===== config.mk =====
export PLATFORM = sky130hd
export DESIGN_NAME = read_return
export DESIGN_NICKNAME = d
export VERILOG_FILES = /design/src/verilog/ram_geom_pkg.sv /design/src/verilog/read_return.sv
export VERILOG_INCLUDE_DIRS = /design/src /design/src/verilog
export SDC_FILE = /design/constraint.sdc
export NUM_CORES = 1
export LEC_CHECK = 0
export ABC_AREA = 1
export BUFFER_PORTS_ARGS = -buffer_cell sky130_fd_sc_hd__buf_2
export CAP_MARGIN = 20
export CORE_MARGIN = 3
export CORE_UTILIZATION = 50
export DETAILED_ROUTE_END_ITERATION = 8
export PLACE_DENSITY_LB_ADDON = 0.1
export SLEW_MARGIN = 20
export SYNTH_ARGS = -nofsm -noshare
export SYNTH_HDL_FRONTEND = slang
export SYNTH_SLANG_ARGS = --single-unit

===== constraint.sdc =====
create_clock -name clk -period 1.45 [get_ports clk]
set_input_delay 0.145 -clock clk [delete_from_list [all_inputs] [get_ports clk]]
set_output_delay 0.145 -clock clk [all_outputs]
set_load 0.02 [all_outputs]

===== src/verilog/ram_params.svh =====
`ifndef RAM_PARAMS_SVH
`define RAM_PARAMS_SVH

// ~~~~~~~~~~~~~~~~~~~~~~~~~~~~~~~~~~~~~~~~~~~~~~~~~~~~~~~~~~~
// storage geometry
// ~~~~~~~~~~~~~~~~~~~~~~~~~~~~~~~~~~~~~~~~~~~~~~~~~~~~~~~~~~~

`define RAM_ADDR_W    10                           // word address, port a
`define RAM_DEPTH     1024                         // words in the array
`define RAM_LANE_W    18                           // one half-word lane
`define RAM_LANES     2
`define RAM_WORD_W    (`RAM_LANE_W * `RAM_LANES)   // 36
// port b addresses half-words, so one extra bit for the lane
`define RAM_B_ADDR_W  (`RAM_ADDR_W + $clog2(`RAM_LANES))

`endif

===== src/verilog/ram_geom_pkg.sv =====
`include "ram_params.svh"

package ram_geom_pkg;

	// ~~~~~~~~~~~~~~~~~~~~~~~~~~~~~~~~~~~~~~~~~~~~~~~~~~~~~~~~~~~
	// word and lane types
	// ~~~~~~~~~~~~~~~~~~~~~~~~~~~~~~~~~~~~~~~~~~~~~~~~~~~~~~~~~~~
	typedef logic [`RAM_ADDR_W-1:0]         word_addr_t;  // word index
	typedef logic [`RAM_LANES-1:0]          lane_mask_t;  // one bit per lane
	typedef logic [$clog2(`RAM_LANES)-1:0]  lane_sel_t;   // narrow read lane
	typedef logic [`RAM_LANE_W-1:0]         lane_data_t;

	// full-word access touches every lane
	localparam lane_mask_t LANE_ALL = '1;

	// lane 0 sits in the low bits of a word
	function automatic lane_data_t lane_of(
		input logic [`RAM_WORD_W-1:0] word,
		input int unsigned            lane
	);
		return word[lane*`RAM_LANE_W +: `RAM_LANE_W];
	endfunction

endpackage


===== src/verilog/read_return.sv =====
`timescale 1ns/100ps
`include "ram_params.svh"

module read_return #(
	parameter int OUT_W = `RAM_WORD_W
) (
	input  logic                     clk,
	input  logic                     rst,
	input  logic                     re,
	input  ram_geom_pkg::lane_sel_t  rd_lane,
	input  logic [`RAM_WORD_W-1:0]   rd_data,
	output logic [OUT_W-1:0]         rq
);

	import ram_geom_pkg::*;

	logic             re_q;      // array output is fresh this cycle
	lane_sel_t        lane_q;    // lags with the array read
	logic [OUT_W-1:0] sel_data;
	logic [OUT_W-1:0] rq_hold;

	always_ff @(posedge clk) begin
		if (rst) begin
			re_q    <= 1'b0;
			rq_hold <= '0;
		end else begin
			re_q    <= re;
			rq_hold <= rq;
		end
		lane_q <= rd_lane;
	end

	generate
		if (OUT_W == `RAM_WORD_W) begin : g_word
			assign sel_data = rd_data;
		end else begin : g_lane
			assign sel_data = lane_of(rd_data, int'(lane_q));
		end
	endgenerate

	// new data right after a read, last value otherwise
	assign rq = re_q ? sel_data : rq_hold;

endmodule


Yosys cells after proc, flatten, opt, wreduce, memory -nomap -nowiden. Cells that the tools add are included.

Register bits after elaboration: 37. Output and inout bits: 36. Logic and storage cells: 3.

Muxes and demuxes: 1.

Operators by type and width (count): $mux 36 (1).

Depth between registers and ports, before layout.
Depth in word-level cells: 1. Gate-level depth with buffers: 6. Mapped depth without buffers: 4.

Least setup slack after synthesis. No wires, ideal clock.

Path kind: register to output. Start point: reg re_q. End point: out rq[14]. Data arrival time: 0.865 ns. Required time: 1.305 ns. Setup slack: 0.440 ns. Stages on the path, launching flop included: 7. Path buffers: 2. Cells stage by stage: dfxtp_1 buf_6 inv_6 buf_6 nand2_2 nand2_2 inv_1.

Word-level cells in the longest chain between the ends: 1.

RTL lines: start: declaration (RTL line read_return.sv:17) `logic re_q;`; start signal: assignment (RTL line read_return.sv:27) `re_q <= re;`; $mux 36 (RTL line read_return.sv:42) `assign rq = re_q ? sel_data : rq_hold;`; end: declaration (RTL line read_return.sv:12) `output logic [OUT_W-1:0] rq`.

No other way between the ends.

Worst setup path after layout.
Start point: reg re_q. End point: out rq[34].

Same word-level chain as after synthesis.

==> impl_metrics.env <==
export IMPL_synthCells=303
export IMPL_setup_ws_ns=0.0258
export IMPL_initial_utilization=0.535
export IMPL_grt_usage=0.159
export IMPL_ctsHtreeMaxLevel=2
export IMPL_synthAdderAreaFrac=0
export IMPL_maxCapViolCount=0
export IMPL_critPathCaptureType="output pin"
export IMPL_rsz0062_at_grt="yes"
export IMPL_fin_nets=435
export IMPL_grt_overflow_total=0
export IMPL_globalplace_congestion=0.714
export IMPL_cts_sinks=37
export IMPL_place_inst=419
export IMPL_whs_ns=0.0472
export IMPL_p_sw_uw=828
export IMPL_max_freq_mhz=702
export IMPL_synth_compound_area_share=0
export IMPL_pwr_share_comb=0.292
export IMPL_criticalPathCategory="flop to output pin"
export IMPL_period_minus_slack_ns=1.42
export IMPL_num_rows=22
export IMPL_skew_ns=0.0116
export IMPL_period_share=0.982
export IMPL_grt_pass1_wl_um=6300
export IMPL_powerDensity_nw_per_um2=973
export IMPL_r2r_slack_ns=0.38
export IMPL_worstMarginPinSlew_ns=0.295
export IMPL_status="finished clean"
export IMPL_slew_violations=0
export IMPL_clkPwrFrac=0.321
export IMPL_avgRoutedWirePerCell_um=9.98
export IMPL_insertedDiodeCount=0
export IMPL_synth_area_mux_share=0
export IMPL_cts_hold_buf=0
export IMPL_clkTransAtPathRegs_ns=0.07
export IMPL_setup_viol=0
export IMPL_synth_top_family_by_area="simple AND/OR/NAND/NOR gates"
export IMPL_die_x_um=69.5
export IMPL_synth_seq_cells=37
export IMPL_hold_path_class="primary input to flop"
export IMPL_peakVddDrop_mv=0.767
export IMPL_post_place_ws_ns=0.216
export IMPL_worstPathRequired_ns=1.31
export IMPL_syn_avg_cell_area_um2=6.65
export IMPL_ys_types=10
export IMPL_yosys_area_share_simple=0.382
export IMPL_dieArea_um2=4830
export IMPL_first_pass_iters=4
export IMPL_start_kind="flop"
export IMPL_seq_area_frac_synth=0.367
export IMPL_pin_count=76
export IMPL_stdcell_count=444
export IMPL_seqPwrFrac=0.387
export IMPL_worstPathArrival_ns=1.28
export IMPL_drive_gt1_frac=0.530
export IMPL_max_slew_margin_rel=0.803
export IMPL_tritoncts="done"
export IMPL_drtIter0Drc=43
export IMPL_num_vias=1800
export IMPL_cts_root_buf="clkbuf_8"
export IMPL_ant_nets=0
export IMPL_leakagePower_nw=1.76
export IMPL_core_area_um2=3770
export IMPL_via_per_inst=4.05
export IMPL_die_h_um=69.5
export IMPL_cts_buffer_depth=2
export IMPL_numPortBuffers=74
export IMPL_syn_area_um2=2020
export IMPL_crit_fanout=7
export IMPL_drc=0
export IMPL_area_growth_pct=45.1
export IMPL_grt_max_degree=37
export IMPL_syn_nets=343
export IMPL_grt_antenna_before_repair=0
export IMPL_hpwl_um=2660
export IMPL_swShare=0.291
export IMPL_internal_power_mw=2.02
export IMPL_cts_made_buffers=5
export IMPL_wirelength_um=4430
export IMPL_power_mw=2.84
export IMPL_grt_pass1_vias=1570
export IMPL_ys_warnings_count=0
export IMPL_synth_xor_area_share=0
export IMPL_hold_viol=0
export IMPL_clock_latency_ns=0.29
[synth_stat cells]
master / number / area share
buf_4: 3 / 0.011
nand2_2: 60 / 0.19
nor2_2: 30 / 0.093
buf_2: 4 / 0.0099
buf_6: 4 / 0.022
dfxtp_1: 37 / 0.37
nand2_1: 48 / 0.089
inv_6: 1 / 0.0043
nor2_1: 7 / 0.013
inv_1: 109 / 0.20
[worst paths after layout]
path                                             from  cells past startpoint                     end
worst max register to register        re_q$_SDFF_PP0_                      6  rq_hold[33]$_SDFF_PP0_
worst min register to register  rq_hold[2]$_SDFF_PP0_                      4   rq_hold[2]$_SDFF_PP0_
worst max-delay path                  re_q$_SDFF_PP0_                      6                  rq[34]
worst min-delay path                               re                      3         re_q$_SDFF_PP0_
[power by group through the flow]
| stage | sequential, mW | clock [mW] | combinational (mW) |
|---|---|---|---|
| finish | 1.10 | 0.913 | 0.829 |
| global route | 1.11 | 0.973 | 0.909 |
| CTS | 1.10 | 0.929 | 0.637 |
| detailed placement | 1.12 | 0 | 0.632 |
| global placement | 1.12 | 0 | 0.624 |
| floorplan | 1.12 | 0 | 0.465 |
[cells by family after synthesis]
kind of cell | after synthesis
AND/OR/NAND/NOR | 145
buffers and inverters | 121
flip-flops | 37
[routing by layer]
metal,wire length [um],global-route usage,up-vias,share of wire
met5,0,0,-,0
met4,74,0.0521,0,0.017
met3,226,0.0522,9,0.051
met2,2290,0.267,44,0.52
met1,1840,0.192,768,0.42
li1,-,-,979,-
[timing repair]
| action | 4_1_cts | 5_1_grt |
|---|---|---|
| cloned | 0 | 5 |
| pin swaps | 0 | 17 |
| resized for setup | 3 | 77 |
| buffers inserted | 0 | 12 |
| setup endpoints to repair | 36 | 36 |
[state kept, by name, summed over array words and instances (netlist names)]
| register | cells |
|---|---|
| rq_hold | 36 |
| re_q | 1 |
[cells in the final DEF (no fill, tap or decap)]
cell type	instances
clkbuf_16	3
bufinv_16	1
buf_2	43
inv_16	1
clkinv_8	1
inv_6	1
buf_4	24
clkbuf_1	1
buf_8	3
dfxtp_1	36
nor2_2	30
nand2_2	64
nor2_1	7
inv_2	11
nand2_1	44
clkbuf_8	6
dfxtp_4	1
buf_12	2
inv_1	98
buf_6	19
[cell type report]
type                    count  area, um^2
fillers                   304         847
multi-input cells         145         779
repair buffers             94         769
flip-flops and latches     37         744
inverters                 110         425
clock buffers               7        86.3
well taps                  48        60.1
clock inverters             1        30.0
repair inverters            2        28.8
[worst max-delay path: stages (launching register included)]
cell and delay [ns]:
dfxtp_4 0.40, buf_6 0.12, buf_8 0.12, nand2_1 0.05, nand2_1 0.09, inv_1 0.06, buf_4 0.15
[through the flow]
step / TNS [ns] / cell area, um^2 / utilization
after floorplan: 0 / 2020 / -
after global placement: 0 / 2400 / 0.635
after detailed placement: 0 / 2400 / 0.635
after CTS: -0.0146 / 2520 / 0.667
after global routing: -0.363 / 2920 / 0.775
final: 0 / 2920 / 0.775
No activity file was read; power rests on OpenSTA's default activity.
