`src/verilog/ram_params.svh`:
```
`ifndef RAM_PARAMS_SVH
`define RAM_PARAMS_SVH

// ~~~~~~~~~~~~~~~~~~~~~~~~~~~~~~~~~~~~~~~~~~~~~~~~~~~~~~~~~~~
// storage geometry
// ~~~~~~~~~~~~~~~~~~~~~~~~~~~~~~~~~~~~~~~~~~~~~~~~~~~~~~~~~~~

`define RAM_ADDR_W    10                           // word address, port a
`define RAM_DEPTH     1024                         // words in the array
`define RAM_LANE_W    18                           // one half-word lane
`define RAM_LANES     2
`define RAM_WORD_W    (`RAM_LANE_W * `RAM_LANES)   // 36
// port b addresses half-words, so one extra bit for the lane
`define RAM_B_ADDR_W  (`RAM_ADDR_W + $clog2(`RAM_LANES))

`endif
```
`src/verilog/ram_geom_pkg.sv`:
```
`include "ram_params.svh"

package ram_geom_pkg;

	// ~~~~~~~~~~~~~~~~~~~~~~~~~~~~~~~~~~~~~~~~~~~~~~~~~~~~~~~~~~~
	// word and lane types
	// ~~~~~~~~~~~~~~~~~~~~~~~~~~~~~~~~~~~~~~~~~~~~~~~~~~~~~~~~~~~
	typedef logic [`RAM_ADDR_W-1:0]         word_addr_t;  // word index
	typedef logic [`RAM_LANES-1:0]          lane_mask_t;  // one bit per lane
	typedef logic [$clog2(`RAM_LANES)-1:0]  lane_sel_t;   // narrow read lane
	typedef logic [`RAM_LANE_W-1:0]         lane_data_t;

	// full-word access touches every lane
	localparam lane_mask_t LANE_ALL = '1;

	// lane 0 sits in the low bits of a word
	function automatic lane_data_t lane_of(
		input logic [`RAM_WORD_W-1:0] word,
		input int unsigned            lane
	);
		return word[lane*`RAM_LANE_W +: `RAM_LANE_W];
	endfunction

endpackage

```
`src/verilog/ram_op_pkg.sv`:
```
`include "ram_params.svh"

package ram_op_pkg;

	// ~~~~~~~~~~~~~~~~~~~~~~~~~~~~~~~~~~~~~~~~~~~~~~~~~~~~~~~~~~~
	// access opcode, encoded as {wce, rce}
	// ~~~~~~~~~~~~~~~~~~~~~~~~~~~~~~~~~~~~~~~~~~~~~~~~~~~~~~~~~~~
	typedef enum logic [1:0] {
		op_idle       = 2'b00,
		op_read       = 2'b01,
		op_write      = 2'b10,
		op_read_write = 2'b11  // both channels in one cycle
	} ram_op_t;

	function automatic logic op_reads(input ram_op_t op);
		return op inside {op_read, op_read_write};
	endfunction

	function automatic logic op_writes(input ram_op_t op);
		return op inside {op_write, op_read_write};
	endfunction

endpackage

```
`src/verilog/write_arbiter.sv`:
```
`timescale 1ns/100ps

module write_arbiter (
	input  ram_op_pkg::ram_op_t       op_a,
	input  ram_geom_pkg::word_addr_t  wr_word_a,
	input  ram_geom_pkg::lane_mask_t  wr_mask_a,
	input  ram_op_pkg::ram_op_t       op_b,
	input  ram_geom_pkg::word_addr_t  wr_word_b,
	input  ram_geom_pkg::lane_mask_t  wr_mask_b,
	output ram_geom_pkg::lane_mask_t  we_a,
	output ram_geom_pkg::lane_mask_t  we_b
);

	import ram_op_pkg::*;
	import ram_geom_pkg::*;

	lane_mask_t act_a;
	lane_mask_t act_b;
	lane_mask_t overlap;
	logic       same_word;

	// ~~~~~~~~~~~~~~~~~~~~~~~~~~~~~~~~~~~~~~~~~~~~~~~~~~~~~~~~~~~
	// qualify masks with the write opcode
	// ~~~~~~~~~~~~~~~~~~~~~~~~~~~~~~~~~~~~~~~~~~~~~~~~~~~~~~~~~~~
	always_comb begin
		act_a = '0;
		act_b = '0;
		if (op_writes(op_a))
			act_a = wr_mask_a;
		if (op_writes(op_b))
			act_b = wr_mask_b;
	end

	assign same_word = (wr_word_a == wr_word_b);

	// lanes both ports want in the same word
	assign overlap = same_word ? (act_a & act_b) : '0;

	// port a has priority, b keeps only the lanes a leaves alone
	assign we_a = act_a;
	assign we_b = act_b & ~overlap;

endmodule

```
`config.mk`:
```
export PLATFORM = sky130hd
export DESIGN_NAME = write_arbiter
export DESIGN_NICKNAME = d
export VERILOG_FILES = /design/src/verilog/ram_geom_pkg.sv /design/src/verilog/ram_op_pkg.sv /design/src/verilog/write_arbiter.sv
export VERILOG_INCLUDE_DIRS = /design/src /design/src/verilog
export SDC_FILE = /design/constraint.sdc
export NUM_CORES = 1
export LEC_CHECK = 0
export ABC_AREA = 1
export BUFFER_PORTS_ARGS = -buffer_cell sky130_fd_sc_hd__buf_2
export CAP_MARGIN = 20
export CORE_AREA = 2 2 39 41
export DETAILED_ROUTE_END_ITERATION = 6
export DIE_AREA = 0 0 41 43
export PLACE_DENSITY = 0.63
export SYNTH_ARGS = -nofsm -noshare
export SYNTH_HDL_FRONTEND = slang
export SYNTH_SLANG_ARGS = --single-unit
```
`constraint.sdc`:
```
create_clock -name vclk -period 0.8
set_input_delay 0.04 -clock vclk [all_inputs]
set_output_delay 0.04 -clock vclk [all_outputs]
set_load 0.005 [all_outputs]
```
; After elaboration in Yosys (flattened, before gate mapping)
; Index checks and enable logic that the tools add are counted.
; Widths: inputs -> output; s select.
[classes]
n_bitwise = 3
mux = 3
eq_ne = 5
reduce_logical = 2
[op_table]
columns = cell, n
row1 = $eq 10x10->1, 1
row2 = $eq 2x2->1 const B, 4
row3 = $mux 2, 3
row4 = $and 2x2->2, 2
row5 = $reduce_bool 2->1, 2
row6 = $not 2->2, 1
[totals]
word_cells = 13
output_inout_bits = 4
reg_bits = 0

; Depth between registers and ports, before layout
[logic_depth]
depth_word = 7
depth_mapped = 8
mapped_depth_nobuf = 8

; Worst setup path after synthesis
; No wires, ideal clock.
[synth_path]
path_type = input to output
start = input wr_word_a[0]
end = output we_b[1]
required_ns = 0.760
path_slack_ns = 0.264
t_arrival_ns = 0.496
cell_stages = 8
path_cell_list = inv_1 > nand2_1 > nand2_1 > nand2_1 > nor2_2 > nand4_1 > nand2_1 > inv_1
[synth_via]
elab_chain_cells = 4
[synth_lines]
columns = element, line
row1 = start: declaration, write_arbiter.sv:5  ; input ram_geom_pkg::word_addr_t wr_word_a,
row2 = $eq 10x10->1, write_arbiter.sv:34  ; assign same_word = (wr_word_a == wr_word_b);
row3 = $mux 2, write_arbiter.sv:37  ; assign overlap = same_word ? (act_a & act_b) : '0;
row4 = $not 2->2, write_arbiter.sv:41  ; assign we_b = act_b & ~overlap;
row5 = $and 2x2->2, write_arbiter.sv:41
row6 = end: declaration, write_arbiter.sv:11  ; output ram_geom_pkg::lane_mask_t we_b
; Every way passes these cells.

; Worst setup path after layout
[layout_path]
start = input wr_word_b[2]
end = output we_b[0]
[layout_via]
elab_chain_cells = 4
[layout_lines]
columns = element, line
row1 = start: declaration, write_arbiter.sv:8  ; input ram_geom_pkg::word_addr_t wr_word_b,
row2 = $eq 10x10->1, write_arbiter.sv:34
row3 = $mux 2, write_arbiter.sv:37
row4 = $not 2->2, write_arbiter.sv:41
row5 = $and 2x2->2, write_arbiter.sv:41
; Every way passes these cells.

==> results.toml <==
[outcome]
outcome = "finished with violations"
failing_checks = "setup timing"

[critical_path]
cp_data_required_time_ns = 0.76
worst_path_largest_cell_delay_ns = 0.12
critPathCaptureType = "output port"
chain_of_cells_forming_the_critical_path = "buf_6, inv_2, nand2_1, nand2_1, nand2_1, nor2_2, nand4_1, nand2_1, inv_1, buf_2"
cp.buffers_inverters = 4
cp_num_cells = 10
critical_path_class = "in -> out"
worst-endpoint-arrival_ns = 0.77
crit_path_top_delay_cell = "sky130_fd_sc_hd__nor2_2"
cp_top_family = "simple AND/OR/NAND/NOR gates"
path_max_fanout = 2
worst_path_most_repeated_cell = "sky130_fd_sc_hd__nand2_1"
cp_launch_type = "input pin"

[synth]
synth_cell_types = 7
post_synth_inst_count = 55
synth.net_count = 83
synthesis.area_per_instance_um2 = 4.30
syn_area_um2 = 236
yosys_warnings = 0
yosysSeqAreaShare = 0

[finish]
layoutNonFillerInstCount = 101
area_delta_synth_final_pct = 107
nets = 115
filler_cell_count = 157
register_area_um2 = 0
diodes = 0
drive_gt1_frac = 0.459
clock_buffer_count = 0
flops_and_latches = 0

[placed_design]
routabilityCongestion = 0.642
hpwl_um = 537
port_buffers = 30
dpl.cell_count = 101

[floorplanning]
placement_rows = 14
starting_density_of_the_core = 0.171
die_outline_area_um2 = 1760
die_w_um = 41
core_area_um2 = 1380
floorplan.io_pins = 32
dieHeight_um = 43

[timing]
fmax_ghz = 1.24
min_period_over_period = 1.01
finalMaxSlewViolations = 0
timing.final.setup_violations = 1
slew_worst_pin_ns = 0.134
grt_setup_unrepaired = "true"
slew_margin_rel = 0.910
fin_ws_ns = -0.00746
final_period_minus_worst_setup_slack_ns = 0.807
final_hold_viol_count = 0

[detailed_routing]
post_drt_via_cell_ratio = 3.68
antenna_left = 0
drt-total-wl_um = 586
drc_errors = 0
detail_route.first_pass.iterations = 2
drt_iter0_markers = 2
via_count = 372
wire_length_per_cell_um = 5.80

[global_routing]
wire_length_of_the_first_global_routing_pass_um = 1000
gr-total-overflow = 0
antenna_violations_before_repair = 0
vias_in_the_first_global_route = 295
largest_net_degree_at_the_start_of_global_routing = 3
gr-usage-all-layers = 0.0739

[clock_tree]
cts_hold_bufs = 0

[hold_path]
min_from = "wr_mask_a[1]"
hold-path-endpoint = "we_a[1]"
worstHoldPathType = "in -> out"
min_delay_path_depth = 4

[power_and_ir_drop]
power.static_leakage_nw = 0.347
total_power_mw = 0.206
power_per_cell_area_nw_per_um2 = 421
ir_worst_vdd_uv = 133

[flow_run]
timing.max_cap.violations = 0
==> cell usage after synthesis <==
master                    instances  area share
sky130_fd_sc_hd__nand2_1         28        0.44
sky130_fd_sc_hd__inv_1           18        0.29
sky130_fd_sc_hd__nand4_1          2       0.053
sky130_fd_sc_hd__nor2_2           2       0.053
sky130_fd_sc_hd__xnor2_1          2       0.074
sky130_fd_sc_hd__xor2_1           2       0.074
sky130_fd_sc_hd__nor2_1           1       0.016
==> final cells by class <==
| type | instances | area, um^2 | area share |
|---|---|---|---|
| well taps | 16 | 20.0 | 0.0409 |
| repair buffers | 30 | 225 | 0.460 |
| multi-input cells | 37 | 176 | 0.361 |
| inverters | 18 | 67.6 | 0.138 |
==> worst max-delay path by stage <==
| stage | start | end | slack [ns] |
|---|---|---|---|
| 5_1_grt | wr_word_b[2] | we_b[0] | -0.13 |
| 2_1_floorplan | wr_word_a[0] | we_b[1] | 0.26 |
| 4_1_cts | wr_word_a[1] | we_b[0] | -0.02 |
| 3_5_place_dp | wr_word_a[0] | we_b[0] | -0.02 |
| 3_3_place_gp | wr_word_a[0] | we_b[0] | -0.006 |
| 6_report | wr_word_b[2] | we_b[0] | -0.007 |
==> cell usage in the layout, fill, tap and decap left out <==
master and n:
sky130_fd_sc_hd__inv_1 12, sky130_fd_sc_hd__xnor2_2 1, sky130_fd_sc_hd__inv_2 6, sky130_fd_sc_hd__nor2_2 2
sky130_fd_sc_hd__xnor2_1 1, sky130_fd_sc_hd__nand4_1 2, sky130_fd_sc_hd__nand2_1 28, sky130_fd_sc_hd__buf_6 12
sky130_fd_sc_hd__buf_2 18, sky130_fd_sc_hd__nor2_1 1, sky130_fd_sc_hd__xor2_1 2
==> tightest hold or removal path, delay by kind of cell <==
family | cells | cell delay [ns]
buffers and inverters | 3 | 0.24
AND/OR/NAND/NOR | 1 | 0.04
==> what timing repair did <==
item	CTS	global route
gates cloned	0	0
setup endpoints to repair	2	2
buffers inserted	0	0
resized for setup	11	8
pin swaps	9	10
==> kinds of logic (layout without fill, tap and decap cells) <==
logic type	after synthesis	count (layout)	share of synthesized area
simple gates	33	33	0.566
xor+xnor	4	4	0.148
buf+inv	18	48	0.286
==> layer usage <==
| layer | GRT usage | vias to the layer above | wire length, um |
|---|---|---|---|
| met5 | 0 | - | 0 |
| met3 | 0.00524 | 0 | 59 |
| li1 | - | 212 | - |
| met2 | 0.144 | 17 | 300 |
| met4 | 0 | 0 | 0 |
| met1 | 0.0854 | 143 | 225 |
==> power by group <==
| part | internal (mW) | switching [mW] | total (mW) | leakage (nW) |
|---|---|---|---|---|
| Sequential | 0 | 0 | 0 | 0 |
| Combinational | 0.128 | 0.0786 | 0.206 | 0.347 |
| Clock | 0 | 0 | 0 | 0 |
==> per-stage QoR <==
step | cell area, um^2 | worst slack, ns | util | hold slack, ns | TNS, ns
5_1_grt | 489 | -0.127 | 0.354 | 0.411 | -0.247
4_1_cts | 464 | -0.0171 | 0.335 | 0.362 | -0.0298
3_3_place_gp | 407 | -0.00564 | 0.294 | 0.362 | -0.0104
6_report | 489 | -0.00746 | 0.354 | 0.357 | -0.00746
3_5_place_dp | 407 | -0.0247 | 0.294 | 0.360 | -0.0445
2_1_floorplan | 236 | 0.264 | - | 0.160 | 0
Note: power is estimated with default switching activity, not from simulation.
